--- src/hw/rv_core_pkg.sv ---
package rv_core_pkg;

    localparam int XLEN       = 32;
    localparam int REG_ADDR_W = 5;
    localparam int NUM_REGS   = 32;

    localparam logic [XLEN-1:0] RESET_PC = '0;

    // decoded kinds, KIND_NONE covers bubbles and words outside the subset
    typedef enum logic [3:0] {
        KIND_NONE, KIND_ADD, KIND_SUB, KIND_AND, KIND_OR, KIND_XOR,
        KIND_ADDI, KIND_LUI, KIND_BEQ, KIND_BNE, KIND_EBREAK
    } inst_kind_e;

    // major opcodes
    localparam logic [6:0] OPC_OP     = 7'b0110011;
    localparam logic [6:0] OPC_OP_IMM = 7'b0010011;
    localparam logic [6:0] OPC_LUI    = 7'b0110111;
    localparam logic [6:0] OPC_BRANCH = 7'b1100011;
    localparam logic [6:0] OPC_SYSTEM = 7'b1110011;

    // field positions in the instruction word
    localparam int RD_LSB     = 7;
    localparam int FUNCT3_LSB = 12;
    localparam int RS1_LSB    = 15;
    localparam int RS2_LSB    = 20;
    localparam int FUNCT7_LSB = 25;

    // operand source select, hazard unit to decode
    localparam logic [1:0] FWD_RF = 2'd0;
    localparam logic [1:0] FWD_EX = 2'd1;
    localparam logic [1:0] FWD_WB = 2'd2;

endpackage

--- src/hw/decode_stage.sv ---
module decode_stage (
    input  logic                               sys_clk,
    input  logic                               rst_n,
    input  logic                               fd_valid,
    input  logic [rv_core_pkg::XLEN-1:0]       fd_pc,
    input  logic [rv_core_pkg::XLEN-1:0]       fd_inst,
    input  logic                               flush_de,
    output logic [rv_core_pkg::REG_ADDR_W-1:0] rs1,
    output logic [rv_core_pkg::REG_ADDR_W-1:0] rs2,
    output logic                               rs1_used,
    output logic                               rs2_used,
    input  logic [rv_core_pkg::XLEN-1:0]       rs1_data,
    input  logic [rv_core_pkg::XLEN-1:0]       rs2_data,
    input  logic [1:0]                         fwd_sel_a,
    input  logic [1:0]                         fwd_sel_b,
    input  logic [rv_core_pkg::XLEN-1:0]       ex_result,
    input  logic [rv_core_pkg::XLEN-1:0]       wb_data,
    output logic                               de_valid,
    output rv_core_pkg::inst_kind_e            de_kind,
    output logic [rv_core_pkg::REG_ADDR_W-1:0] de_rd,
    output logic [rv_core_pkg::XLEN-1:0]       de_op_a,
    output logic [rv_core_pkg::XLEN-1:0]       de_op_b,
    output logic [rv_core_pkg::XLEN-1:0]       de_branch_target,
    output logic [rv_core_pkg::XLEN-1:0]       de_pc
);

    rv_core_pkg::inst_kind_e      kind;
    logic [6:0]                   funct7;
    logic [2:0]                   funct3;
    logic [rv_core_pkg::XLEN-1:0] i_imm;
    logic [rv_core_pkg::XLEN-1:0] u_imm;
    logic [rv_core_pkg::XLEN-1:0] b_imm;
    logic [rv_core_pkg::XLEN-1:0] src_a;
    logic [rv_core_pkg::XLEN-1:0] src_b;

    assign funct3 = fd_inst[rv_core_pkg::FUNCT3_LSB +: 3];
    assign funct7 = fd_inst[rv_core_pkg::FUNCT7_LSB +: 7];
    assign rs1    = fd_inst[rv_core_pkg::RS1_LSB +: rv_core_pkg::REG_ADDR_W];
    assign rs2    = fd_inst[rv_core_pkg::RS2_LSB +: rv_core_pkg::REG_ADDR_W];

    assign i_imm = {{20{fd_inst[31]}}, fd_inst[31:20]};
    assign u_imm = {fd_inst[31:12], 12'b0};
    assign b_imm = {{20{fd_inst[31]}}, fd_inst[7], fd_inst[30:25], fd_inst[11:8], 1'b0};

    // an empty slot decodes as a bubble
    always_comb begin
        kind = rv_core_pkg::KIND_NONE;
        if (fd_valid) begin
            case (fd_inst[6:0])
                rv_core_pkg::OPC_OP: begin
                    case ({funct7, funct3})
                        {7'h00, 3'b000}: kind = rv_core_pkg::KIND_ADD;
                        {7'h20, 3'b000}: kind = rv_core_pkg::KIND_SUB;
                        {7'h00, 3'b111}: kind = rv_core_pkg::KIND_AND;
                        {7'h00, 3'b110}: kind = rv_core_pkg::KIND_OR;
                        {7'h00, 3'b100}: kind = rv_core_pkg::KIND_XOR;
                        default:         kind = rv_core_pkg::KIND_NONE;
                    endcase
                end
                rv_core_pkg::OPC_OP_IMM: begin
                    if (funct3 == 3'b000) kind = rv_core_pkg::KIND_ADDI;
                end
                rv_core_pkg::OPC_LUI: kind = rv_core_pkg::KIND_LUI;
                rv_core_pkg::OPC_BRANCH: begin
                    if (funct3 == 3'b000) kind = rv_core_pkg::KIND_BEQ;
                    else if (funct3 == 3'b001) kind = rv_core_pkg::KIND_BNE;
                end
                rv_core_pkg::OPC_SYSTEM: begin
                    if (fd_inst == 32'h0010_0073) kind = rv_core_pkg::KIND_EBREAK;
                end
                default: kind = rv_core_pkg::KIND_NONE;
            endcase
        end
    end

    assign rs2_used = kind inside {rv_core_pkg::KIND_ADD, rv_core_pkg::KIND_SUB,
                                   rv_core_pkg::KIND_AND, rv_core_pkg::KIND_OR,
                                   rv_core_pkg::KIND_XOR, rv_core_pkg::KIND_BEQ,
                                   rv_core_pkg::KIND_BNE};
    assign rs1_used = rs2_used || (kind == rv_core_pkg::KIND_ADDI);

    // execute result is younger than writeback, so it is checked first
    assign src_a = (fwd_sel_a == rv_core_pkg::FWD_EX) ? ex_result :
                   (fwd_sel_a == rv_core_pkg::FWD_WB) ? wb_data : rs1_data;
    assign src_b = (fwd_sel_b == rv_core_pkg::FWD_EX) ? ex_result :
                   (fwd_sel_b == rv_core_pkg::FWD_WB) ? wb_data : rs2_data;

    always_ff @(posedge sys_clk or negedge rst_n) begin
        if (!rst_n) begin
            de_valid <= 1'b0;
            de_kind  <= rv_core_pkg::KIND_NONE;
        end else begin
            de_valid <= !flush_de && (kind != rv_core_pkg::KIND_NONE);
            de_kind  <= flush_de ? rv_core_pkg::KIND_NONE : kind;
        end
    end

    // immediates replace operand b for ADDI and LUI
    always_ff @(posedge sys_clk) begin
        de_rd            <= fd_inst[rv_core_pkg::RD_LSB +: rv_core_pkg::REG_ADDR_W];
        de_pc            <= fd_pc;
        de_op_a          <= src_a;
        de_op_b          <= (kind == rv_core_pkg::KIND_ADDI) ? i_imm :
                            (kind == rv_core_pkg::KIND_LUI) ? u_imm : src_b;
        de_branch_target <= fd_pc + b_imm;
    end

endmodule

--- src/hw/execute_stage.sv ---
module execute_stage (
    input  logic                               sys_clk,
    input  logic                               rst_n,
    input  logic                               de_valid,
    input  rv_core_pkg::inst_kind_e            de_kind,
    input  logic [rv_core_pkg::REG_ADDR_W-1:0] de_rd,
    input  logic [rv_core_pkg::XLEN-1:0]       de_op_a,
    input  logic [rv_core_pkg::XLEN-1:0]       de_op_b,
    input  logic [rv_core_pkg::XLEN-1:0]       de_branch_target,
    input  logic [rv_core_pkg::XLEN-1:0]       de_pc,
    output logic [rv_core_pkg::REG_ADDR_W-1:0] ex_rd,
    output logic                               ex_wen,
    output logic [rv_core_pkg::XLEN-1:0]       ex_result,
    output logic                               branch_taken,
    output logic [rv_core_pkg::XLEN-1:0]       branch_target,
    output logic                               retire_valid,
    output logic [rv_core_pkg::XLEN-1:0]       retire_pc,
    output logic [rv_core_pkg::REG_ADDR_W-1:0] retire_rd,
    output logic [rv_core_pkg::XLEN-1:0]       retire_data,
    output logic                               wb_wen,
    output logic                               ebreak
);

    logic is_alu;

    assign is_alu = de_kind inside {rv_core_pkg::KIND_ADD, rv_core_pkg::KIND_SUB,
                                    rv_core_pkg::KIND_AND, rv_core_pkg::KIND_OR,
                                    rv_core_pkg::KIND_XOR, rv_core_pkg::KIND_ADDI,
                                    rv_core_pkg::KIND_LUI};
    assign ex_rd  = de_rd;
    assign ex_wen = de_valid && is_alu;

    // branches and EBREAK fall to zero
    always_comb begin
        case (de_kind)
            rv_core_pkg::KIND_ADD,
            rv_core_pkg::KIND_ADDI: ex_result = de_op_a + de_op_b;
            rv_core_pkg::KIND_SUB:  ex_result = de_op_a - de_op_b;
            rv_core_pkg::KIND_AND:  ex_result = de_op_a & de_op_b;
            rv_core_pkg::KIND_OR:   ex_result = de_op_a | de_op_b;
            rv_core_pkg::KIND_XOR:  ex_result = de_op_a ^ de_op_b;
            rv_core_pkg::KIND_LUI:  ex_result = de_op_b;
            default:                ex_result = '0;
        endcase
    end

    assign branch_taken = de_valid &&
                          (((de_kind == rv_core_pkg::KIND_BEQ) && (de_op_a == de_op_b)) ||
                           ((de_kind == rv_core_pkg::KIND_BNE) && (de_op_a != de_op_b)));
    assign branch_target = de_branch_target;

    always_ff @(posedge sys_clk or negedge rst_n) begin
        if (!rst_n) begin
            retire_valid <= 1'b0;
            wb_wen       <= 1'b0;
            ebreak       <= 1'b0;
        end else begin
            retire_valid <= de_valid;
            // x0 still retires, it just never reaches the register file
            wb_wen       <= ex_wen && (de_rd != '0);
            ebreak       <= de_valid && (de_kind == rv_core_pkg::KIND_EBREAK);
        end
    end

    always_ff @(posedge sys_clk) begin
        retire_pc   <= de_pc;
        retire_rd   <= is_alu ? de_rd : '0;
        retire_data <= ex_result;
    end

    retire_known: assert property (@(posedge sys_clk) disable iff (!rst_n)
        !$isunknown({retire_valid, wb_wen, ebreak}))
        else $error("retire strobes unknown after reset");

endmodule

--- src/hw/fetch_stage.sv ---
module fetch_stage #(
    parameter logic [rv_core_pkg::XLEN-1:0] RESET_ADDR = rv_core_pkg::RESET_PC
) (
    input  logic                         sys_clk,
    input  logic                         rst_n,
    input  logic                         branch_taken,
    input  logic [rv_core_pkg::XLEN-1:0] branch_target,
    input  logic                         flush_fd,
    output logic [rv_core_pkg::XLEN-1:0] inst_addr,
    input  logic [rv_core_pkg::XLEN-1:0] inst_data,
    output logic                         fd_valid,
    output logic [rv_core_pkg::XLEN-1:0] fd_pc,
    output logic [rv_core_pkg::XLEN-1:0] fd_inst
);

    logic [rv_core_pkg::XLEN-1:0] pc;

    assign inst_addr = pc;

    // redirect from execute wins over the sequential step
    always_ff @(posedge sys_clk or negedge rst_n) begin
        if (!rst_n) begin
            pc <= RESET_ADDR;
        end else if (branch_taken) begin
            pc <= branch_target;
        end else begin
            pc <= pc + rv_core_pkg::XLEN'(4);
        end
    end

    always_ff @(posedge sys_clk or negedge rst_n) begin
        if (!rst_n) begin
            fd_valid <= 1'b0;
        end else begin
            fd_valid <= !flush_fd;
        end
    end

    always_ff @(posedge sys_clk) begin
        fd_pc   <= pc;
        fd_inst <= inst_data;
    end

    // branch targets are built with bit 0 clear, so only a bad offset breaks this
    pc_aligned: assert property (@(posedge sys_clk) disable iff (!rst_n) pc[1:0] == 2'b00)
        else $error("fetch pc misaligned: %h", pc);

endmodule

--- src/hw/hazard_unit.sv ---
module hazard_unit (
    input  logic [rv_core_pkg::REG_ADDR_W-1:0] rs1,
    input  logic [rv_core_pkg::REG_ADDR_W-1:0] rs2,
    input  logic                               rs1_used,
    input  logic                               rs2_used,
    input  logic [rv_core_pkg::REG_ADDR_W-1:0] ex_rd,
    input  logic                               ex_wen,
    input  logic [rv_core_pkg::REG_ADDR_W-1:0] retire_rd,
    input  logic                               wb_wen,
    input  logic                               branch_taken,
    output logic [1:0]                         fwd_sel_a,
    output logic [1:0]                         fwd_sel_b,
    output logic                               flush_fd,
    output logic                               flush_de
);

    // nearest producer wins
    function automatic logic [1:0] pick_src(
        input logic [rv_core_pkg::REG_ADDR_W-1:0] rs,
        input logic                               used
    );
        if (used && ex_wen && (ex_rd != '0) && (ex_rd == rs)) begin
            return rv_core_pkg::FWD_EX;
        end else if (used && wb_wen && (retire_rd != '0) && (retire_rd == rs)) begin
            return rv_core_pkg::FWD_WB;
        end
        return rv_core_pkg::FWD_RF;
    endfunction

    always_comb begin
        fwd_sel_a = pick_src(rs1, rs1_used);
        fwd_sel_b = pick_src(rs2, rs2_used);
    end

    // both younger slots hold wrong-path words
    assign flush_fd = branch_taken;
    assign flush_de = branch_taken;

endmodule

--- src/hw/reg_file.sv ---
module reg_file (
    input  logic                               sys_clk,
    input  logic                               rst_n,
    input  logic [rv_core_pkg::REG_ADDR_W-1:0] rs1,
    input  logic [rv_core_pkg::REG_ADDR_W-1:0] rs2,
    output logic [rv_core_pkg::XLEN-1:0]       rs1_data,
    output logic [rv_core_pkg::XLEN-1:0]       rs2_data,
    input  logic                               wb_wen,
    input  logic [rv_core_pkg::REG_ADDR_W-1:0] retire_rd,
    input  logic [rv_core_pkg::XLEN-1:0]       retire_data
);

    logic [rv_core_pkg::XLEN-1:0] regs [rv_core_pkg::NUM_REGS];

    always_ff @(posedge sys_clk or negedge rst_n) begin
        if (!rst_n) begin
            for (int i = 0; i < rv_core_pkg::NUM_REGS; i++) begin
                regs[i] <= '0;
            end
        end else if (wb_wen && (retire_rd != '0)) begin
            regs[retire_rd] <= retire_data;
        end
    end

    // same-cycle write is covered by the writeback bypass
    assign rs1_data = regs[rs1];
    assign rs2_data = regs[rs2];

endmodule

--- src/hw/rv_core_top.sv ---
module rv_core_top #(
    parameter logic [rv_core_pkg::XLEN-1:0] RESET_ADDR = rv_core_pkg::RESET_PC
) (
    input  logic                               sys_clk,
    input  logic                               sys_rst_n,
    output logic [rv_core_pkg::XLEN-1:0]       inst_addr,
    input  logic [rv_core_pkg::XLEN-1:0]       inst_data,
    output logic                               retire_valid,
    output logic [rv_core_pkg::XLEN-1:0]       retire_pc,
    output logic [rv_core_pkg::REG_ADDR_W-1:0] retire_rd,
    output logic [rv_core_pkg::XLEN-1:0]       retire_data,
    output logic                               ebreak
);

    logic rst_n_s1;
    logic rst_n_s2;
    logic rst_n;

    logic                               fd_valid;
    logic [rv_core_pkg::XLEN-1:0]       fd_pc;
    logic [rv_core_pkg::XLEN-1:0]       fd_inst;
    logic [rv_core_pkg::REG_ADDR_W-1:0] rs1;
    logic [rv_core_pkg::REG_ADDR_W-1:0] rs2;
    logic                               rs1_used;
    logic                               rs2_used;
    logic [rv_core_pkg::XLEN-1:0]       rs1_data;
    logic [rv_core_pkg::XLEN-1:0]       rs2_data;
    logic [1:0]                         fwd_sel_a;
    logic [1:0]                         fwd_sel_b;
    logic                               de_valid;
    rv_core_pkg::inst_kind_e            de_kind;
    logic [rv_core_pkg::REG_ADDR_W-1:0] de_rd;
    logic [rv_core_pkg::XLEN-1:0]       de_op_a;
    logic [rv_core_pkg::XLEN-1:0]       de_op_b;
    logic [rv_core_pkg::XLEN-1:0]       de_branch_target;
    logic [rv_core_pkg::XLEN-1:0]       de_pc;
    logic [rv_core_pkg::REG_ADDR_W-1:0] ex_rd;
    logic                               ex_wen;
    logic [rv_core_pkg::XLEN-1:0]       ex_result;
    logic                               branch_taken;
    logic [rv_core_pkg::XLEN-1:0]       branch_target;
    logic                               wb_wen;
    logic                               flush_fd;
    logic                               flush_de;

    // asserted asynchronously, released on the second edge
    always_ff @(posedge sys_clk or negedge sys_rst_n) begin
        if (!sys_rst_n) begin
            rst_n_s1 <= 1'b0;
            rst_n_s2 <= 1'b0;
        end else begin
            rst_n_s1 <= 1'b1;
            rst_n_s2 <= rst_n_s1;
        end
    end

    assign rst_n = rst_n_s2;

    fetch_stage #(.RESET_ADDR(RESET_ADDR)) u_fetch (.*);

    // writeback bypass comes straight off the retire register
    decode_stage u_decode (
        .ex_result (ex_result),
        .wb_data   (retire_data),
        .*
    );

    execute_stage u_execute (.*);

    reg_file u_reg_file (.*);

    hazard_unit u_hazard (.*);

endmodule

--- config.mk ---
export PLATFORM = sky130hd
export DESIGN_NAME = rv_core_top
export DESIGN_NICKNAME = d
export VERILOG_FILES = /design/src/hw/rv_core_pkg.sv /design/src/hw/decode_stage.sv /design/src/hw/execute_stage.sv /design/src/hw/fetch_stage.sv /design/src/hw/hazard_unit.sv /design/src/hw/reg_file.sv /design/src/hw/rv_core_top.sv
export SDC_FILE = /design/constraint.sdc
export NUM_CORES = 2
export LEC_CHECK = 0
export BUFFER_PORTS_ARGS = -buffer_cell sky130_fd_sc_hd__clkbuf_2
export CAP_MARGIN = 20
export CORE_MARGIN = 3
export CORE_UTILIZATION = 50
export DETAILED_ROUTE_END_ITERATION = 10
export PLACE_DENSITY = 0.67
export SYNTH_ARGS = -nofsm -noshare
export SYNTH_HDL_FRONTEND = slang
export SYNTH_SLANG_ARGS = --single-unit
--- constraint.sdc ---
create_clock -name sys_clk -period 59.6 [get_ports sys_clk]
set_input_delay 2.98 -clock sys_clk [delete_from_list [all_inputs] [get_ports sys_clk]]
set_output_delay 2.98 -clock sys_clk [all_outputs]
set_load 0.01 [all_outputs]
==> metrics.md <==
| Metric | Value |
|---|---|
| Post-synth EDFFs | 0 |
| Number of remaining DRC errors | 0 |
| Wire per inst | 29.4 um |
| Final worst-path cycle share | 8.99% |
| Worst EP arrival | 6.14 ns |
| Syn. warnings | 0 |
| Clock tree skew after final layout | 0.0284 ns |
| Drt initial violations | 4,856 |
| Placed Area | 72,100 um2 |
| Worst path required time | 60.38 ns |
| Worst Setup Path Type | reg -> async |
| Fillcell total | 11,000 |
| Initial Utilization | 50.6% |
| CP startpoint kind | register |
| Crit-path slowest cell | dfrtp_4 |
| IO Port Bufs | 136 |
| Crit path capture type | asynchronous set/reset pin |
| Mapped Cells | 5,042 |
| Multi-input logic area | 35,700 um2 |
| RSZ-0062 raised after global routing | false |
| Mapped Area | 69,800 um2 |
| Vias | 45,800 |
| Core area | 138,000 um2 |
| Cell area after layout | 77,100 um2 |
| Setup violators final | 0 |
| Antenna Violating Nets Remaining | 0 |
| Critical path cell sequence | buf_12, buf_4, buf_4, buf_4, buf_4 |
| Gr ovfl total | 0 |
| Min-delay worst type | reg -> reg |
| Gr usage total | 28.4% |
| Post-CTS Resized | 0 |
| Share of layout cells above drive strength 1 | 43.1% |
| Ports | 137 |
| Initial antenna violation count | 6 |
| Outcome | complete, no violations |
| Main synth FF type | dfrtp_1 |
| Postcts setup bufs | 0 |
| DRT Wirelength | 204,000 um |
| CP Max Fanout | 178 |
| Die ar. | 144,000 um2 |
| Routability cong. | 0.957 |
| Vias per cell | 6.59 |
| Htree depth | 4 |
| Die W | 380 um |
| Seq cells post-synth | 1,332 |
| Root Buffer | clkbuf_16 |
| Die Span Y | 380 um |
| Worst vdd ir | 0.0000297 V |
| Sequential area share after synthesis | 45.9% |
| Nets | 5,124 |
| Post-Synthesis Net Count | 5,205 |
| Final hold viol count | 0 |
| Hold buffer count at CTS | 0 |
| Cell area power density | 24.6 nW/um2 |
| Max Cap Viol | 0 |
| Static leakage | 34.7 nW |
| Max stage delay on crit path | 0.96 ns |
| Slew Limit Fails | 0 |
| CTS sink count | 1,332 |
| Latest clock arrival within the worst-skew pair | 0.81 ns |
| Hpwl dp | 119,000 um |
| First-pass GRT wire length | 308,000 um |
| Pre-CTS WS | 53.99 ns |
| Hold slack | 0.325 ns |
| Async S/R FF share, synth | 80.1% |
| Least-Margin Pin Slew | 1.21 ns |
| PnR worst setup slack | 54.24 ns |
| DRT Pass-1 Iters | 6 |
| Max Clk Rate | 187 MHz |
| Slew Limit Headroom | 18.8% |
| Num CTS Buffers | 144 |
| P&R area growth vs syn | 10.4% |
| Largest net degree at the start of global routing | 179 |
| Row count | 136 |
| Clock transition at the registers of the reported paths | 0.06 ns |
| Most frequent CP cell | buf_4 |
| Setup TNS | 0 ns |
| Vias in the first global route | 45,800 |
| Synthesized area per cell | 13.8 um2 |
| Min cycle time layout | 5.36 ns |
| Register cell area after layout | 32,000 um2 |
| CTS max path bufs | 3 |
| CTS tree | done |
| Unique cell type count in the Yosys netlist | 96 |
==> report_power, final <==
| part | switching (mW) | internal, mW | total (mW) |
|---|---|---|---|
| sequential | 0.00849 | 0.904 | 0.913 |
| combinational | 0.0435 | 0.0230 | 0.0665 |
| clock | 0.386 | 0.533 | 0.918 |
==> cells in the mapped netlist (10+ instances only) <==
cell type / count / share of area (%)
a22oi_1: 16 / 0.17
nand2_1: 179 / 0.96
o21bai_1: 19 / 0.20
mux4_2: 640 / 21
a211oi_1: 27 / 0.29
nand4_1: 12 / 0.11
a21oi_1: 181 / 1.3
nand2b_1: 20 / 0.18
and2_1: 14 / 0.13
inv_1: 113 / 0.61
dfxtp_1: 265 / 7.6
a21o_1: 33 / 0.36
a31oi_1: 17 / 0.15
o22ai_1: 11 / 0.099
xor2_1: 31 / 0.39
nand3_1: 50 / 0.36
ha_1: 126 / 2.3
o221ai_1: 10 / 0.13
mux2i_1: 61 / 0.87
nor2b_1: 23 / 0.21
clkbuf_1: 336 / 1.8
nor4_1: 12 / 0.11
buf_2: 60 / 0.43
buf_1: 70 / 0.38
o21a_1: 17 / 0.18
xnor2_1: 46 / 0.58
nor2_1: 191 / 1.0
mux2_2: 984 / 16
and3_1: 19 / 0.17
o21ai_0: 89 / 0.64
nor3_1: 32 / 0.23
o211ai_1: 37 / 0.40
a221oi_1: 26 / 0.33
dfrtp_1: 1067 / 38
o21ai_1: 36 / 0.26
==> area by class of cell <==
type | count | area share, %
Antenna cell | 1 | 0.00325
Clock buffer | 216 | 5.54
Tap cell | 1863 | 3.03
Multi-Input combinational cell | 3117 | 46.3
Timing Repair Buffer | 250 | 2.15
Clock inverter | 47 | 0.805
Inverter | 116 | 0.565
Sequential cell | 1332 | 41.6
==> cell usage in the layout (no fill, tap or decap), drive strengths merged, types with 127 or more instances in the layout <==
master and n:
dfrtp 1067, mux2 984, mux4 640, clkbuf 353, dfxtp 265, nor2 193
a21oi 183, nand2 179, o21ai 128, inv 127
==> flip-flops by register name, indices dropped and copies added (netlist names) <==
name and cells:
rst_n 1, u_decode.de_op_a 32, u_fetch.fd_pc 32, u_decode.de_op_b 32, u_execute.retire_valid 1, u_decode.de_branch_target 32, u_execute.ebreak 1, u_fetch.fd_inst 32
u_decode.de_kind 4, u_decode.de_pc 31, u_decode.de_rd 5, u_decode.de_valid 1, u_execute.wb_wen 1, u_fetch.fd_valid 1, rst_n_s1 1, u_execute.retire_data 32
u_reg_file.regs 1024, u_execute.retire_rd 5, u_fetch.inst_addr 32, u_execute.retire_pc 32
==> critical path, delay by kind of cell (launching register included) <==
family / cells / cell delay [ns]
flops: 1 / 0.96
buf+inv: 5 / 4.09
==> through the flow <==
stage	utilization (%)	power [mW]	instances
global placement	52.2	0.998	6673
CTS	55.8	1.91	6937
global route	55.8	1.96	6941
finish	55.8	1.90	6942
detailed placement	52.2	0.998	6674
floorplan	-	0.977	5042
==> logic make-up after synthesis <==
| family | Yosys count | share of synthesized area (%) |
|---|---|---|
| fa+ha+maj | 129 | 2.35 |
| other cells | 1 | 0.00537 |
| buf+inv | 593 | 3.39 |
| xor+xnor | 77 | 0.966 |
| mux | 1685 | 37.4 |
| compound gates | 616 | 5.87 |
| simple gates | 609 | 4.15 |
| flops | 1332 | 45.9 |
==> worst paths after layout <==
kind	from	end	slack, ns	depth (start not counted)
max	rst_n	u_reg_file.regs[516]	54.24	5
min	u_decode.de_pc[14]	u_execute.retire_pc[14]	0.33	0
max reg2reg	rst_n	u_reg_file.regs[516]	54.24	5
min reg2reg	u_decode.de_pc[14]	u_execute.retire_pc[14]	0.33	0
max in group sys_clk	u_fetch.fd_inst[20]	u_decode.de_op_b[13]	54.66	9
min in group asynchronous	rst_n	u_reg_file.regs[533]	0.43	0
==> routing by layer <==
layer / track usage, % / share of wire (%) / up-vias
met1: 41.0 / 43 / 24500
met5: 0 / 0.0064 / -
met3: 6.13 / 8.4 / 366
met2: 43.6 / 46 / 1980
li1: - / - / 19000
met4: 8.10 / 2.9 / 2
(Power assumes the default switching activity.)
